$ cat config.mk
export PLATFORM = sky130hd
export DESIGN_NAME = memctl_top
export DESIGN_NICKNAME = d
export VERILOG_FILES = /design/src/source/memctl_pkg.sv /design/src/source/memctl_cmd_if.sv /design/src/source/memctl_top.sv /design/src/source/memctl_rdata_path.sv /design/src/source/memctl_afi_issue.sv /design/src/source/memctl_parity.sv /design/src/source/memctl_burst_ctl.sv
export SDC_FILE = /design/constraint.sdc
export NUM_CORES = 1
export LEC_CHECK = 0
export ABC_AREA = 1
export ABC_CLOCK_PERIOD_IN_PS = 4200
export BUFFER_PORTS_ARGS = -buffer_cell sky130_fd_sc_hd__buf_4
export CAP_MARGIN = 20
export CELL_PAD_IN_SITES_DETAIL_PLACEMENT = 1
export CELL_PAD_IN_SITES_GLOBAL_PLACEMENT = 1
export CORE_MARGIN = 5
export CORE_UTILIZATION = 36
export DETAILED_ROUTE_END_ITERATION = 12
export PLACE_DENSITY = 0.82
export SLEW_MARGIN = 25
export SYNTH_ARGS = -nofsm -noshare
export SYNTH_HDL_FRONTEND = slang
export SYNTH_SLANG_ARGS = --single-unit
$ cat constraint.sdc
create_clock -name afi_clk -period 4.2 [get_ports afi_clk]
set_input_delay 0.84 -clock afi_clk [delete_from_list [all_inputs] [get_ports afi_clk]]
set_output_delay 0.84 -clock afi_clk [all_outputs]
set_load 0.005 [all_outputs]
$ cat src/source/memctl_pkg.sv
// shared widths and types of the QDR SRAM controller, referenced by scoped name from every RTL block
package memctl_pkg;

	////////////////////////////////////////////////////////////////////////////
	// data beat geometry
	////////////////////////////////////////////////////////////////////////////

	// default number of data bytes in one host beat
	localparam int NUM_BYTES = 4;

	// host side beat width, eight data bits per byte
	localparam int DATA_W = NUM_BYTES * 8;

	// memory side beat width, each byte travels with its parity bit in a nine bit lane
	localparam int ENC_W = NUM_BYTES * 9;

	////////////////////////////////////////////////////////////////////////////
	// address and burst fields
	////////////////////////////////////////////////////////////////////////////

	// one address counts one full memory word, not one byte
	localparam int ADDR_W = 10;

	// burst length field, legal bursts run from one to seven beats
	localparam int BURST_W = 3;

	// word address as seen on the host port and the memory port
	typedef logic [ADDR_W-1:0] addr_t;

	// number of beats in one host burst
	typedef logic [BURST_W-1:0] burst_t;

	////////////////////////////////////////////////////////////////////////////
	// burst control FSM
	////////////////////////////////////////////////////////////////////////////

	// idle accepts a new burst, the other two states issue the remaining beats
	typedef enum logic [1:0]
	{
		BURST_IDLE  = 2'd0,
		BURST_WRITE = 2'd1,
		BURST_READ  = 2'd2
	} burst_state_t;

endpackage
$ cat src/source/memctl_cmd_if.sv
// per-beat memory request bus between the burst control and the command issue stage
`timescale 1ns/10ps

interface memctl_cmd_if
#(
	parameter int NUM_BYTES = memctl_pkg::NUM_BYTES
);

	// one cycle strobe for a write beat, its data is valid in the same cycle
	logic wr_beat;

	// one cycle strobe for a read beat
	logic rd_beat;

	// word address of the current beat, meaningful only with one of the strobes
	memctl_pkg::addr_t addr;

	// write data before parity is added
	logic [NUM_BYTES*8-1:0] wdata;

	////////////////////////////////////////////////////////////////////////////
	// views of the bus
	////////////////////////////////////////////////////////////////////////////

	// the burst control produces every field of a request
	modport ctl
	(
		output wr_beat,
		output rd_beat,
		output addr,
		output wdata
	);

	// the issue stage consumes the request one cycle before the memory sees it
	modport issue
	(
		input wr_beat,
		input rd_beat,
		input addr,
		input wdata
	);

endinterface

$ cat src/source/memctl_top.sv
// top level of the QDR SRAM controller, joins the host port, the memory port and the internal blocks
`timescale 1ns/10ps

module memctl_top
#(
	parameter int NUM_BYTES = memctl_pkg::NUM_BYTES
)
(
	input  logic                   afi_clk,
	input  logic                   rst_n,

	// host side
	output logic                   avl_ready,
	input  logic                   avl_write_req,
	input  logic                   avl_read_req,
	input  memctl_pkg::addr_t      avl_addr,
	input  memctl_pkg::burst_t     avl_size,
	input  logic [NUM_BYTES*8-1:0] avl_wdata,
	output logic                   avl_rdata_valid,
	output logic [NUM_BYTES*8-1:0] avl_rdata,
	output logic [NUM_BYTES-1:0]   parity_error,

	// memory side
	output logic                   afi_wps_n,
	output logic                   afi_rps_n,
	output memctl_pkg::addr_t      afi_addr,
	output logic [NUM_BYTES*9-1:0] afi_wdata,
	input  logic                   afi_rdata_valid,
	input  logic [NUM_BYTES*9-1:0] afi_rdata
);

	// write data with parity lanes, on its way to the issue stage
	logic [NUM_BYTES*9-1:0] wdata_enc;

	// read data and flags straight out of the parity checker
	logic [NUM_BYTES*8-1:0] dec_rdata;
	logic [NUM_BYTES-1:0]   dec_error;

	// per-beat requests from the burst FSM
	memctl_cmd_if #(.NUM_BYTES(NUM_BYTES)) cmd_bus ();

	////////////////////////////////////////////////////////////////////////////
	// command side
	////////////////////////////////////////////////////////////////////////////

	memctl_burst_ctl #(.NUM_BYTES(NUM_BYTES)) burst_ctl_i
	(
		.afi_clk       (afi_clk),
		.rst_n         (rst_n),
		.avl_ready     (avl_ready),
		.avl_write_req (avl_write_req),
		.avl_read_req  (avl_read_req),
		.avl_addr      (avl_addr),
		.avl_size      (avl_size),
		.avl_wdata     (avl_wdata),
		.cmd           (cmd_bus.ctl)
	);

	// encodes the request data and checks the memory data in one block
	memctl_parity
	#(
		.NUM_BYTES (NUM_BYTES),
		.DEC_W     (NUM_BYTES * 8),
		.ENC_W     (NUM_BYTES * 9)
	) parity_i
	(
		.wdata_in     (cmd_bus.wdata),
		.wdata_out    (wdata_enc),
		.rdata_valid  (afi_rdata_valid),
		.rdata_in     (afi_rdata),
		.rdata_out    (dec_rdata),
		.parity_error (dec_error)
	);

	memctl_afi_issue #(.NUM_BYTES(NUM_BYTES)) afi_issue_i
	(
		.afi_clk   (afi_clk),
		.rst_n     (rst_n),
		.cmd       (cmd_bus.issue),
		.wdata_enc (wdata_enc),
		.afi_wps_n (afi_wps_n),
		.afi_rps_n (afi_rps_n),
		.afi_addr  (afi_addr),
		.afi_wdata (afi_wdata)
	);

	////////////////////////////////////////////////////////////////////////////
	// read return side
	////////////////////////////////////////////////////////////////////////////

	memctl_rdata_path #(.NUM_BYTES(NUM_BYTES)) rdata_path_i
	(
		.afi_clk         (afi_clk),
		.rst_n           (rst_n),
		.afi_rdata_valid (afi_rdata_valid),
		.dec_rdata       (dec_rdata),
		.dec_error       (dec_error),
		.avl_rdata_valid (avl_rdata_valid),
		.avl_rdata       (avl_rdata),
		.parity_error    (parity_error)
	);

endmodule

$ cat src/source/memctl_rdata_path.sv
// read return stage, registers decoded read beats and their parity flags for the host
`timescale 1ns/10ps

module memctl_rdata_path
#(
	parameter int NUM_BYTES = memctl_pkg::NUM_BYTES
)
(
	input  logic                   afi_clk,
	input  logic                   rst_n,
	input  logic                   afi_rdata_valid,
	input  logic [NUM_BYTES*8-1:0] dec_rdata,
	input  logic [NUM_BYTES-1:0]   dec_error,
	output logic                   avl_rdata_valid,
	output logic [NUM_BYTES*8-1:0] avl_rdata,
	output logic [NUM_BYTES-1:0]   parity_error
);

	////////////////////////////////////////////////////////////////////////////
	// valid strobe and error flags
	////////////////////////////////////////////////////////////////////////////

	// every beat the memory returns appears at the host exactly one cycle later
	// there is no back-pressure, so the stage never holds a beat
	always_ff @(posedge afi_clk)
	begin
		if (!rst_n)
		begin
			avl_rdata_valid <= 1'b0;
			parity_error    <= '0;
		end
		else
		begin
			avl_rdata_valid <= afi_rdata_valid;

			// flags belong to one beat only and must not linger into idle cycles
			if (afi_rdata_valid)
				parity_error <= dec_error;
			else
				parity_error <= '0;
		end
	end

	////////////////////////////////////////////////////////////////////////////
	// read data
	////////////////////////////////////////////////////////////////////////////

	// data only changes when a new beat arrives, so the host sees stable data
	// until the next one even though it should sample only with the strobe
	always_ff @(posedge afi_clk)
	begin
		if (afi_rdata_valid)
			avl_rdata <= dec_rdata;
	end

endmodule

$ cat src/source/memctl_afi_issue.sv
// command issue stage, registers every beat request onto the memory side ports
`timescale 1ns/10ps

module memctl_afi_issue
#(
	parameter int NUM_BYTES = memctl_pkg::NUM_BYTES
)
(
	input  logic                   afi_clk,
	input  logic                   rst_n,
	memctl_cmd_if.issue            cmd,
	input  logic [NUM_BYTES*9-1:0] wdata_enc,
	output logic                   afi_wps_n,
	output logic                   afi_rps_n,
	output memctl_pkg::addr_t      afi_addr,
	output logic [NUM_BYTES*9-1:0] afi_wdata
);

	////////////////////////////////////////////////////////////////////////////
	// select strobes
	////////////////////////////////////////////////////////////////////////////

	// the selects are active low and must be quiet while in reset
	// a select is low for exactly one cycle per beat, one cycle after the request
	always_ff @(posedge afi_clk)
	begin
		if (!rst_n)
		begin
			afi_wps_n <= 1'b1;
			afi_rps_n <= 1'b1;
		end
		else
		begin
			afi_wps_n <= ~cmd.wr_beat;
			afi_rps_n <= ~cmd.rd_beat;
		end
	end

	////////////////////////////////////////////////////////////////////////////
	// address and write data
	////////////////////////////////////////////////////////////////////////////

	// address follows every beat of either kind and holds between beats
	always_ff @(posedge afi_clk)
	begin
		if (cmd.wr_beat || cmd.rd_beat)
			afi_addr <= cmd.addr;
	end

	// the parity encoder works on the request data in the same cycle,
	// so the encoded word lines up with the write select here
	always_ff @(posedge afi_clk)
	begin
		if (cmd.wr_beat)
			afi_wdata <= wdata_enc;
	end

endmodule

$ cat src/source/memctl_parity.sv
// byte parity encoder for write data and parity checker for read data, purely combinational
`timescale 1ns/10ps

module memctl_parity
#(
	parameter int NUM_BYTES = memctl_pkg::NUM_BYTES,
	parameter int DEC_W     = memctl_pkg::DATA_W,
	parameter int ENC_W     = memctl_pkg::ENC_W
)
(
	input  logic [DEC_W-1:0]     wdata_in,
	output logic [ENC_W-1:0]     wdata_out,
	input  logic                 rdata_valid,
	input  logic [ENC_W-1:0]     rdata_in,
	output logic [DEC_W-1:0]     rdata_out,
	output logic [NUM_BYTES-1:0] parity_error
);

	////////////////////////////////////////////////////////////////////////////
	// per-byte lanes
	////////////////////////////////////////////////////////////////////////////

	// lane i holds data byte i in its low eight bits and the parity bit on top
	for (genvar i = 0; i < NUM_BYTES; i++)
	begin : g_lane
		// the encoder adds a parity bit that makes the nine lane bits even
		assign wdata_out[i*9 +: 8] = wdata_in[i*8 +: 8];
		assign wdata_out[i*9 + 8]  = ^wdata_in[i*8 +: 8];

		// the decoder drops the parity bit on the way to the host
		assign rdata_out[i*8 +: 8] = rdata_in[i*9 +: 8];

		// an odd count of ones across the whole lane means some bit flipped
		// flags are forced low between returned beats
		assign parity_error[i] = rdata_valid & (^rdata_in[i*9 +: 9]);
	end

	////////////////////////////////////////////////////////////////////////////
	// width checks at elaboration
	////////////////////////////////////////////////////////////////////////////

	// the lane slicing above relies on exactly nine memory bits per byte
	if (ENC_W != NUM_BYTES * 9)
	begin : g_enc_width_chk
		$error("encoded width %0d is not nine bits per byte for %0d bytes", ENC_W, NUM_BYTES);
	end

	// and on exactly eight host bits per byte
	if (DEC_W != NUM_BYTES * 8)
	begin : g_dec_width_chk
		$error("decoded width %0d is not eight bits per byte for %0d bytes", DEC_W, NUM_BYTES);
	end

endmodule

$ cat src/source/memctl_burst_ctl.sv
// burst control FSM, accepts host bursts and splits them into one memory request per beat
`timescale 1ns/10ps

module memctl_burst_ctl
#(
	parameter int NUM_BYTES = memctl_pkg::NUM_BYTES
)
(
	input  logic                   afi_clk,
	input  logic                   rst_n,
	output logic                   avl_ready,
	input  logic                   avl_write_req,
	input  logic                   avl_read_req,
	input  memctl_pkg::addr_t      avl_addr,
	input  memctl_pkg::burst_t     avl_size,
	input  logic [NUM_BYTES*8-1:0] avl_wdata,
	memctl_cmd_if.ctl              cmd
);

	////////////////////////////////////////////////////////////////////////////
	// state and counters
	////////////////////////////////////////////////////////////////////////////

	memctl_pkg::burst_state_t state_q;
	memctl_pkg::burst_state_t state_d;

	// beats still to be issued after the current cycle
	memctl_pkg::burst_t beat_cnt_q;
	memctl_pkg::burst_t beat_cnt_d;

	// address of the next beat while a burst is running
	memctl_pkg::addr_t addr_q;
	memctl_pkg::addr_t addr_d;

	// a new burst is taken in this cycle
	logic accept_wr;
	logic accept_rd;

	// the host may only start a burst while the FSM sits in idle
	assign avl_ready = (state_q == memctl_pkg::BURST_IDLE);

	// a write wins if the host raises both strobes at once
	assign accept_wr = avl_ready & avl_write_req;
	assign accept_rd = avl_ready & avl_read_req & ~avl_write_req;

	////////////////////////////////////////////////////////////////////////////
	// next state and beat generation
	////////////////////////////////////////////////////////////////////////////

	always_comb
	begin
		state_d    = state_q;
		beat_cnt_d = beat_cnt_q;
		addr_d     = addr_q;

		// write data always comes straight from the host, the strobe says if it counts
		cmd.wr_beat = 1'b0;
		cmd.rd_beat = 1'b0;
		cmd.addr    = addr_q;
		cmd.wdata   = avl_wdata;

		case (state_q)
			memctl_pkg::BURST_IDLE:
			begin
				// the first beat goes out in the accept cycle itself with the start address
				cmd.addr    = avl_addr;
				cmd.wr_beat = accept_wr;
				cmd.rd_beat = accept_rd;

				// single beat bursts never leave idle, so avl_ready stays high
				if ((accept_wr || accept_rd) && (avl_size > memctl_pkg::burst_t'(1)))
				begin
					beat_cnt_d = avl_size - memctl_pkg::burst_t'(1);
					addr_d     = avl_addr + memctl_pkg::addr_t'(1);
					if (accept_wr)
						state_d = memctl_pkg::BURST_WRITE;
					else
						state_d = memctl_pkg::BURST_READ;
				end
			end

			memctl_pkg::BURST_WRITE,
			memctl_pkg::BURST_READ:
			begin
				// the host streams write beats without gaps, so a beat leaves every cycle
				cmd.wr_beat = (state_q == memctl_pkg::BURST_WRITE);

				// read beats need no host activity after the request cycle
				cmd.rd_beat = (state_q == memctl_pkg::BURST_READ);

				beat_cnt_d = beat_cnt_q - memctl_pkg::burst_t'(1);
				addr_d     = addr_q + memctl_pkg::addr_t'(1);

				// last beat of the burst, ready rises again in the next cycle
				if (beat_cnt_q == memctl_pkg::burst_t'(1))
					state_d = memctl_pkg::BURST_IDLE;
			end

			default:
			begin
				state_d = memctl_pkg::BURST_IDLE;
			end
		endcase
	end

	////////////////////////////////////////////////////////////////////////////
	// registers
	////////////////////////////////////////////////////////////////////////////

	always_ff @(posedge afi_clk)
	begin
		if (!rst_n)
		begin
			state_q    <= memctl_pkg::BURST_IDLE;
			beat_cnt_q <= '0;
		end
		else
		begin
			state_q    <= state_d;
			beat_cnt_q <= beat_cnt_d;
		end
	end

	// the address counter is loaded in the accept cycle of every multi-beat burst
	always_ff @(posedge afi_clk)
	begin
		addr_q <= addr_d;
	end

endmodule

# ---- Word level (Yosys, flattened, before mapping)
# Index checks and enable logic that the tools add are counted.
dict set report classes {
  addsub 4
  mul 0
  div_mod_pow 0
  magnitude_cmp 1
  eq_ne 5
  shift 0
  muxes 11
  bitwise_logic 10
  reduce_logical 17
}
# op n
set ops {}
lappend ops {{$reduce_xor 9->1} 4}
lappend ops {{$reduce_xor 8->1} 4}
lappend ops {{$add 10x1->10 const B} 2}
lappend ops {{$mux 10} 2}
lappend ops {{$pmux 10 s2} 1}
lappend ops {{$and 1x1->1} 7}
lappend ops {{$mux 2} 3}
lappend ops {{$pmux 3 s2} 1}
lappend ops {{$reduce_and 2->1} 3}
lappend ops {{$sub 3x1->3 const B} 2}
lappend ops {{$pmux 1 s2} 2}
lappend ops {{$pmux 2 s2} 1}
lappend ops {{$eq 3x1->1 const B} 1}
lappend ops {{$gt 3x1->1 const B} 1}
lappend ops {{$mux 3} 1}
lappend ops {{$not 1->1} 3}
lappend ops {{$eq 2x1->1 const B} 1}
lappend ops {{$eq 2x2->1 const B} 1}
lappend ops {{$logic_not 2->1} 1}
lappend ops {{$logic_or 1x1->1} 2}
lappend ops {{$ne 2x1->1 const B} 1}
lappend ops {{$ne 2x2->1 const B} 1}
lappend ops {{$reduce_bool 2->1} 1}
lappend ops {{$reduce_or 2->1} 1}
lappend ops {{$logic_and 1x1->1} 1}
dict set report word_totals {
  reg_bits 100
  latch_bits 0
  mem_bits_rw 0
  rom_bits 0
  in_bits 86
  out_inout_bits 86
  word_cells 58
  memories 0
}

# ---- Depth between registers and ports, before layout
# Gate-level depths: netlist of run 1.
dict set report depth {
  ltp_word 7
  ltp_mapped 11
  depth_no_buf 11
}

# ---- Cells and area by module
# Synthesis of run 1 repeated with hierarchy kept, for this count alone.
dict set report unflattened {
  hier_cells 600
  hier_area_um2 5505.3
}
# module instances cells_per_inst area_per_inst_um2
set modules_own_cells {}
lappend modules_own_cells {memctl_parity 1 296 1541.5}
lappend modules_own_cells {memctl_afi_issue 1 53 1440.1}
lappend modules_own_cells {memctl_burst_ctl 1 204 1422.6}
lappend modules_own_cells {memctl_rdata_path 1 47 1101.1}

# ---- Worst setup path before layout of run 1
# No wires, ideal clock.
dict set report synth_path {
  kind {input-to-reg}
  from {in avl_write_req}
  to {reg afi_issue_i.afi_addr[0] (enable)}
  t_arrival_ns 3.195
  path_slack_ns 0.687
  stages 3
  path_buffers 0
  path_cell_list {nand2_1 > a21oi_1 > or2_2}
}
# item line
set synth_lines {}
lappend synth_lines {{start: declaration} memctl_top.sv:14} ;# input logic avl_write_req,
lappend synth_lines {{$and 1x1->1} memctl_burst_ctl.sv:43} ;# assign accept_wr = avl_ready & avl_write_req;
lappend synth_lines {{$pmux 1 s2} memctl_burst_ctl.sv:62} ;# case (state_q)
lappend synth_lines {{net afi_issue_i.cmd.wr_beat} memctl_cmd_if.sv:37} ;# input wr_beat,
lappend synth_lines {{$logic_or 1x1->1} memctl_afi_issue.sv:46} ;# if (cmd.wr_beat || cmd.rd_beat)
lappend synth_lines {{end signal: assignment} memctl_afi_issue.sv:47} ;# afi_addr <= cmd.addr;
lappend synth_lines {{end: declaration} memctl_afi_issue.sv:15} ;# output memctl_pkg::addr_t afi_addr,
# The timed path passes the listed nets, and every way through them passes these cells.
# A chain may end at the register's enable or synchronous reset.

# ---- Worst setup path after layout of run 1
dict set report layout_path {
  from {reg burst_ctl_i.state_q[0]}
  to {reg burst_ctl_i.addr_q[6], data pin}
}
dict set report layout_via {
  elab_chain_len 3
}
# item line
set layout_rtl {}
lappend layout_rtl {{start: declaration} memctl_burst_ctl.sv:24} ;# memctl_pkg::burst_state_t state_q;
lappend layout_rtl {{start signal: assignment} memctl_burst_ctl.sv:114} ;# state_q <= memctl_pkg::BURST_IDLE;
lappend layout_rtl {{start signal: assignment} memctl_burst_ctl.sv:119} ;# state_q <= state_d;
lappend layout_rtl {{$eq 2x2->1 / $eq 2x1->1 (equally long branches)} memctl_burst_ctl.sv:62}
lappend layout_rtl {{$reduce_or 2->1} memctl_burst_ctl.sv:62}
lappend layout_rtl {{$pmux 10 s2 *} memctl_burst_ctl.sv:62}
lappend layout_rtl {{net burst_ctl_i.addr_d[6]} memctl_burst_ctl.sv:33} ;# memctl_pkg::addr_t addr_d;
lappend layout_rtl {{end signal: assignment} memctl_burst_ctl.sv:127} ;# addr_q <= addr_d;
lappend layout_rtl {{end: declaration} memctl_burst_ctl.sv:32} ;# memctl_pkg::addr_t addr_q;
# The timed path passes the listed nets; every way through them passes the cells marked *.

==> key figures, run 1 <==
Outcome
  • Status: finished clean

Yosys
  • Top cell type's share of synthesized area: 0.594
  • Post-synthesis mux area share: 0
  • Area contributors post-synth: edfxtp_1 (59%), nand2_1 (11%), dfxtp_1 (5.4%), inv_1 (5.3%), xnor2_1 (4.3%)
  • Mean Syn Cell Area: approximately 10 µm²
  • Adder-cell share of the synthesized area: 0.0169
  • Netlist cell types: 22
  • Synth Area in Compound Gates: 0.0408
  • Warnings, synthesis: 0
  • Simple-Gate Fraction of Synth Area: 0.166
  • Most numerous cell in the Yosys netlist: nand2_1
  • Post-synth top flop: edfxtp_1
  • #FFs+latches synth: 100
  • Cell type with the largest total area after synthesis: edfxtp_1
  • Post-Syn Area: about 4500 µm²
  • Top cells by count, synth: nand2_1 (133), edfxtp_1 (88), inv_1 (63)
  • Post-synthesis xor/xnor area fraction: 0.0689
  • Post-synth ARST share: 0
  • Post-synthesis net count: between 500 and 600
  • Register area share after synthesis: 0.648
  • Synth Instances: ~430
  • Number of synthesized flops with an enable pin: 88
  • Largest family of logic cells by synthesized area: simple AND/OR/NAND/NOR gates

Route
  • Wire per inst: around 16 µm
  • Avg Vias per Cell: approximately 4.5
  • Via Count: about 3500
  • Initial DRT Pass Iterations: 4
  • Final Routed Wirelength: 12.6 mm
  • Initial DRC Count: roughly 290
  • Number of remaining DRC errors: 0
  • Post-route ant nets: 0

Layout
  • Layout cells sized above 1: 0.307
  • Multi-input logic area: 1310 µm²
  • # diodes: 0
  • Sequential Area: approximately 2900 µm²
  • Fillers: 1353
  • Nets: about 700
  • Area delta synth->final: 39.0%
  • Final instance area: 6190 µm²

Critical path
  • Crit path kind: flop to flop
  • Critical-path cell list: inv_1 > ha_1 > inv_1 > o21ai_2 > ha_1 > nand2_2 > nor2_2 > nand2_1 > xnor2_1
  • Critical path buffers and inverters: 2
  • Delay-heaviest family, CP: adder cells
  • Worst Path Required: ~4300 ps
  • Worst setup SP type: flop
  • Max stage delay on crit path: approximately 700 ps
  • Crit path max fanout: 22
  • CP max stage cell: ha_1
  • CP Capture Type: flop
  • Crit path DAT: between 2000 and 3000 ps

Global routing
  • Pin count of the biggest net entering global routing: 39
  • Vias in the first global route: 3792
  • All-Layer GR Usage: 0.169
  • First-pass GRT wire length: slightly below 20 mm
  • Initial antenna violation count: 0
  • Total gr overflow: 0

Clock tree
  • # resized after CTS: 0
  • Postcts setup bufs: 0
  • CTS tree: done
  • Root buffer cell: clkbuf_16
  • Total clock sinks: 100
  • CTS Buf Count: 9
  • H-tree depth: 3
  • CTS Buffer Depth: 2
  • Clk Latency, worst-skew pair: 330 ps
  • Clk pin slew, worst setup/hold paths: approximately 60 ps
  • Hold Buf Count CTS: 0

Placement
  • Placed cell areas: 5930 µm²
  • DP HPWL: ~10 mm
  • I/O Buffers: about 170
  • DP Worst Slack: approximately 1500 ps
  • Routability congestion estimate: roughly 0.80

Die
  • # IOs: 172
  • Row count: 40
  • Die Area: between 10000 and 15000 µm²
  • Die X-Extent: approximately 120 µm
  • Core ar.: between 10000 and 15000 µm²
  • Die Ht: 121 µm
  • Initial core utilization: 0.369

Worst hold path
  • Hold crit path type: flop to flop

Timing
  • Setup Skew: 6.51 ps
  • Worst setup margin: approximately 1500 ps
  • Worst-margin pin slew: just over 600 ps
  • Final min period: about 2700 ps
  • Setup violators final: 0
  • Fin crit share: 0.635
  • Count of final hold-check violations: 0
  • Max Slew Vio Count: 0
  • Unrepaired setup endpoints after global routing: no
  • Fmax: around 380 MHz
  • Rel. slew slack: 0.585
  • Final setup TNS: 0 ps

Job
  • Maxcap violations: 0

Pwr
  • Peak VDD IR: 298 µV
  • PD cells: around 600 nW/µm²
  • Leak: 2.89 nW
==> worst paths after layout <==
path	startpoint	endpoint	slack (ps)	depth (start not counted)
max reg2reg	burst_ctl_i.state_q[0]$_SDFFE_PN0P_	burst_ctl_i.addr_q[6]$_DFFE_PP_	1530	9
max	burst_ctl_i.state_q[0]$_SDFFE_PN0P_	burst_ctl_i.addr_q[6]$_DFFE_PP_	1530	9
min	burst_ctl_i.beat_cnt_q[1]$_SDFFE_PN0P_	burst_ctl_i.beat_cnt_q[1]$_SDFFE_PN0P_	490	2
min reg2reg	burst_ctl_i.beat_cnt_q[1]$_SDFFE_PN0P_	burst_ctl_i.beat_cnt_q[1]$_SDFFE_PN0P_	490	2
==> logic make-up (layout without fill, tap and decap cells) <==
family | Yosys count | after routing
buffers and inverters | 68 | 251
xor gates and xnor gates | 35 | 35
adders and majority gates | 6 | 6
and+or+nand+nor | 188 | 188
DFF | 100 | 100
AOI/OAI and AO/OA | 35 | 35
==> worst reg2reg max path: stages (launching register included) <==
cell and delay (ps):
dfxtp_1 340, inv_1 100, ha_1 700, inv_1 270
o21ai_2 290, ha_1 250, nand2_2 80, nor2_2 150
nand2_1 80, xnor2_1 150
==> report_power, final <==
group          internal, mW  total, mW  switching (mW)
Combinational         0.539       1.36           0.824
Clock                 0.403      0.746           0.344
Sequential             1.50       1.60          0.0987
Total                  2.44       3.71            1.27
==> metal layers <==
metal,track usage,up-vias,wire length (µm)
met4,0.0602,0,214
met2,0.325,89,7090
li1,-,1739,-
met5,0,-,0
met3,0.0266,16,573
met1,0.185,1700,4770
==> cells in the final DEF (no fill, tap or decap), drive strengths merged, types with 6 or more instances in the layout <==
master	count
clkbuf	14
o21ai	26
xor2	13
nor2	35
xnor2	22
nand3	16
a21oi	8
edfxtp	88
inv	63
dfxtp	12
ha	6
buf	172
nand2	135
==> final cells by class <==
class / count / share of cell area
Timing Repair Buffer: 172 / 0.209
Tap cell: 168 / 0.0340
Clock buffer: 14 / 0.0394
Sequential cell: 100 / 0.466
Multi-Input combinational cell: 264 / 0.212
Clock inverter: 2 / 0.00202
Inverter: 63 / 0.0382
==> flip-flops by register name, indices dropped and copies added, names as in the netlist <==
name / flops
burst_ctl_i.state_q: 2
rdata_path_i.parity_error: 4
afi_issue_i.afi_wdata: 36
afi_issue_i.afi_addr: 10
afi_issue_i.afi_wps_n: 1
rdata_path_i.avl_rdata_valid: 1
burst_ctl_i.addr_q: 10
rdata_path_i.avl_rdata: 32
afi_issue_i.afi_rps_n: 1
burst_ctl_i.beat_cnt_q: 3
==> through the flow <==
| step | hold WS, ps | instances | util | power (mW) |
|---|---|---|---|---|
| floorplan | 455 | 432 | - | 2.37 |
| global placement | 469 | 767 | 0.492 | 2.91 |
| detailed placement | 479 | 767 | 0.492 | 3.01 |
| CTS | 490 | 783 | 0.513 | 3.76 |
| global route | 552 | 783 | 0.513 | 3.97 |
| finish | 490 | 783 | 0.513 | 3.71 |
Power figures use the tool's default switching activity.
==> run 2, diff against run 1 <==
ABC_CLOCK_PERIOD_IN_PS = 2600   (was 4200)
clock period = 2.6 ns   (was 4.2 ns; I/O delays follow)
==> key figures, run 2 (synthesized netlist as in run 1, its figures left out) <==
Timing
  • Fmax: 434 MHz (+16%)
  • Worst-margin pin slew: 516 ps (-106 ps)
  • Unrepaired setup endpoints after global routing: no
  • Fin crit share: 0.887 (+0.252)
  • Max Slew Vio Count: 0 (unchanged)
  • Final min period: 2310 ps (-360 ps)
  • Setup violators final: 0 (unchanged)
  • Setup Skew: 3.48 ps (-3.03 ps)
  • Rel. slew slack: 0.652 (+0.0671)
  • Worst setup margin: 294 ps (-1240 ps)
  • Count of final hold-check violations: 0 (unchanged)
  • Final setup TNS: 0 ps (unchanged)

Die
  • Core ar.: 12100 µm² (unchanged)
  • Die Ht: 121 µm (unchanged)
  • Die X-Extent: 121 µm (unchanged)
  • Die Area: 14700 µm² (unchanged)
  • # IOs: 172 (unchanged)
  • Initial core utilization: 0.369 (unchanged)
  • Row count: 40 (unchanged)

Layout
  • Nets: 704 (+0.28%)
  • Max reg flops: 36 (unchanged)
  • Reg with most FFs: afi_issue_i.afi_wdata
  • Most frequent cells in the layout: buf_4 (174), nand2_1 (133), edfxtp_1 (88)
  • Area delta synth->final: 39.8%
  • Largest regs: afi_issue_i.afi_wdata: 36 flops, rdata_path_i.avl_rdata: 32 flops
  • # diodes: 0 (unchanged)
  • Commonest non-fill, non-tap cell in the layout: buf_4
  • Layout cells sized above 1: 0.312 (+0.00437)

Global routing
  • Pin count of the biggest net entering global routing: 37 (-5.1%)
  • First-pass GRT wire length: 19.2 mm (-1.3%)
  • All-Layer GR Usage: 0.167 (-0.00176)
  • Total gr overflow: 0 (unchanged)
  • Vias in the first global route: 3813 (+0.55%)
  • Initial antenna violation count: 0 (unchanged)

Placement
  • Routability congestion estimate: 0.797 (+0.19%)
  • DP Worst Slack: 282 ps (-1260 ps)
  • I/O Buffers: 171 (unchanged)
  • DP HPWL: 9.82 mm (-3.5%)

Pwr
  • Int Pwr: 4.06 mW (+66%)
  • PD cells: 976 nW/µm² (+63%)
  • Leak: 2.91 nW (+0.88%)
  • Switching power of the nets: 2.02 mW (+60%)
  • Net Sw Frac: 0.333 (-0.00887)
  • Power share of the clock group: 0.213 (+0.012)
  • Sequential share of power: 0.424 (-0.007)
  • Peak VDD IR: 402 µV (+35%)
  • Logic pwr share: 0.362 (-0.005)

Route
  • Initial DRC Count: 144 (-51%)
  • Wire per inst: 15.6 µm (-3.2%)
  • Number of remaining DRC errors: 0 (unchanged)
  • Avg Vias per Cell: 4.53 (about the same)
  • Via Count: 3550 (+0.17%)
  • Final Routed Wirelength: 12.3 mm (-3.1%)
  • Post-route ant nets: 0 (unchanged)
  • Initial DRT Pass Iterations: 5 (+1)

Clock tree
  • CTS tree: done
  • Root buffer cell: clkbuf_16
  • # resized after CTS: 0 (unchanged)
  • Postcts setup bufs: 0 (unchanged)
  • CTS Buf Count: 9 (unchanged)
  • Hold Buf Count CTS: 0 (unchanged)
  • Clk Latency, worst-skew pair: 340 ps (about the same)
  • CTS Buffer Depth: 2 (unchanged)
  • Clk pin slew, worst setup/hold paths: 70 ps (about the same)
  • Total clock sinks: 100 (unchanged)
  • H-tree depth: 3 (unchanged)

Critical path
  • RR Endpoint: burst_ctl_i.addr_q[6]$_DFFE_PP_
  • Crit path from: burst_ctl_i.state_q[0]$_SDFFE_PN0P_
  • Crit path to: burst_ctl_i.addr_q[6]$_DFFE_PP_
  • Max stage delay on crit path: 410 ps (-290 ps)
  • CP max stage cell: ha_1
  • Crit path max fanout: 7 (-68%)
  • R2r startpoint: burst_ctl_i.state_q[0]$_SDFFE_PN0P_
  • Crit path kind: flop to flop
  • R2R setup slack: 290 ps (-1240 ps)
  • Worst Path Required: 2690 ps (-1590 ps)
  • R2R cell count: 9 (unchanged)
  • Delay-heaviest family, CP: adder cells
  • CP Capture Type: flop
  • Critical-path cell list: inv_1 > ha_1 > inv_1 > o21ai_2 > ha_1 > nand2_2 > nor2_2 > nand2_1 > xnor2_1
  • Worst setup SP type: flop
  • Crit path DAT: 2390 ps (-350 ps)
  • Worst path depth: 9 (unchanged)
  • Critical path buffers and inverters: 2 (unchanged)

Outcome
  • Status: finished clean

Job
  • Maxcap violations: 0 (unchanged)

Worst hold path
  • Hold crit path type: input port to flop
  • Hold depth: 1 (-1)
run 2: cell types whose count changed in the layout (fill, tap and decap cells not counted):
cell / delta
bufinv_16: +1
clkbuf_1: -2
buf_4: +2
clkinvlp_4: -1
clkinv_2: +1
run 2: worst min-delay path by stage:
stage,from,to,slack [ps]
2_1_floorplan,burst_ctl_i.beat_cnt_q[1]$_SDFFE_PN0P_,burst_ctl_i.beat_cnt_q[1]$_SDFFE_PN0P_,460
3_3_place_gp,burst_ctl_i.beat_cnt_q[1]$_SDFFE_PN0P_,burst_ctl_i.beat_cnt_q[1]$_SDFFE_PN0P_,470
3_5_place_dp,burst_ctl_i.beat_cnt_q[1]$_SDFFE_PN0P_,burst_ctl_i.beat_cnt_q[1]$_SDFFE_PN0P_,490
4_1_cts,afi_rdata[16],rdata_path_i.avl_rdata[15]$_DFFE_PP_,350
5_1_grt,afi_rdata[16],rdata_path_i.avl_rdata[15]$_DFFE_PP_,340
6_report,afi_rdata[24],rdata_path_i.avl_rdata[22]$_DFFE_PP_,360
run 2: power by group through the flow:
| stage | combinational [mW] | clock, mW | sequential, mW |
|---|---|---|---|
| 2_1_floorplan | 1.21 | 0 | 2.62 |
| 3_3_place_gp | 2.12 | 0 | 2.60 |
| 3_5_place_dp | 2.23 | 0 | 2.62 |
| 4_1_cts | 2.25 | 1.33 | 2.59 |
| 5_1_grt | 2.49 | 1.40 | 2.62 |
| 6_report | 2.20 | 1.30 | 2.58 |
run 2: area by class of cell:
| class | count | area (µm²) |
|---|---|---|
| Fill cell | 1356 | 5840 |
| Sequential cell | 100 | 2880 |
| Multi-Input combinational cell | 264 | 1310 |
| Timing Repair Buffer | 174 | 1310 |
| Clock buffer | 12 | 236 |
| Inverter | 63 | 236 |
| Tap cell | 168 | 210 |
| Clock inverter | 3 | 40.0 |
run 2: routing by layer:
layer / wire [µm] / GRT usage / up-vias
met5: 0 / 0 / -
met4: 369 / 0.0728 / 0
met3: 573 / 0.0368 / 24
met2: 6590 / 0.311 / 103
met1: 4720 / 0.181 / 1679
li1: - / - / 1744
run 2: stage by stage:
stage	cells	hold WS, ps	instance area [µm²]	utilization	power, mW
floorplan	432	455	4460	-	3.83
global placement	769	467	5950	0.493	4.72
detailed placement	769	488	5950	0.493	4.85
CTS	784	351	6220	0.516	6.16
global route	784	343	6220	0.516	6.52
finish	784	364	6220	0.516	6.08
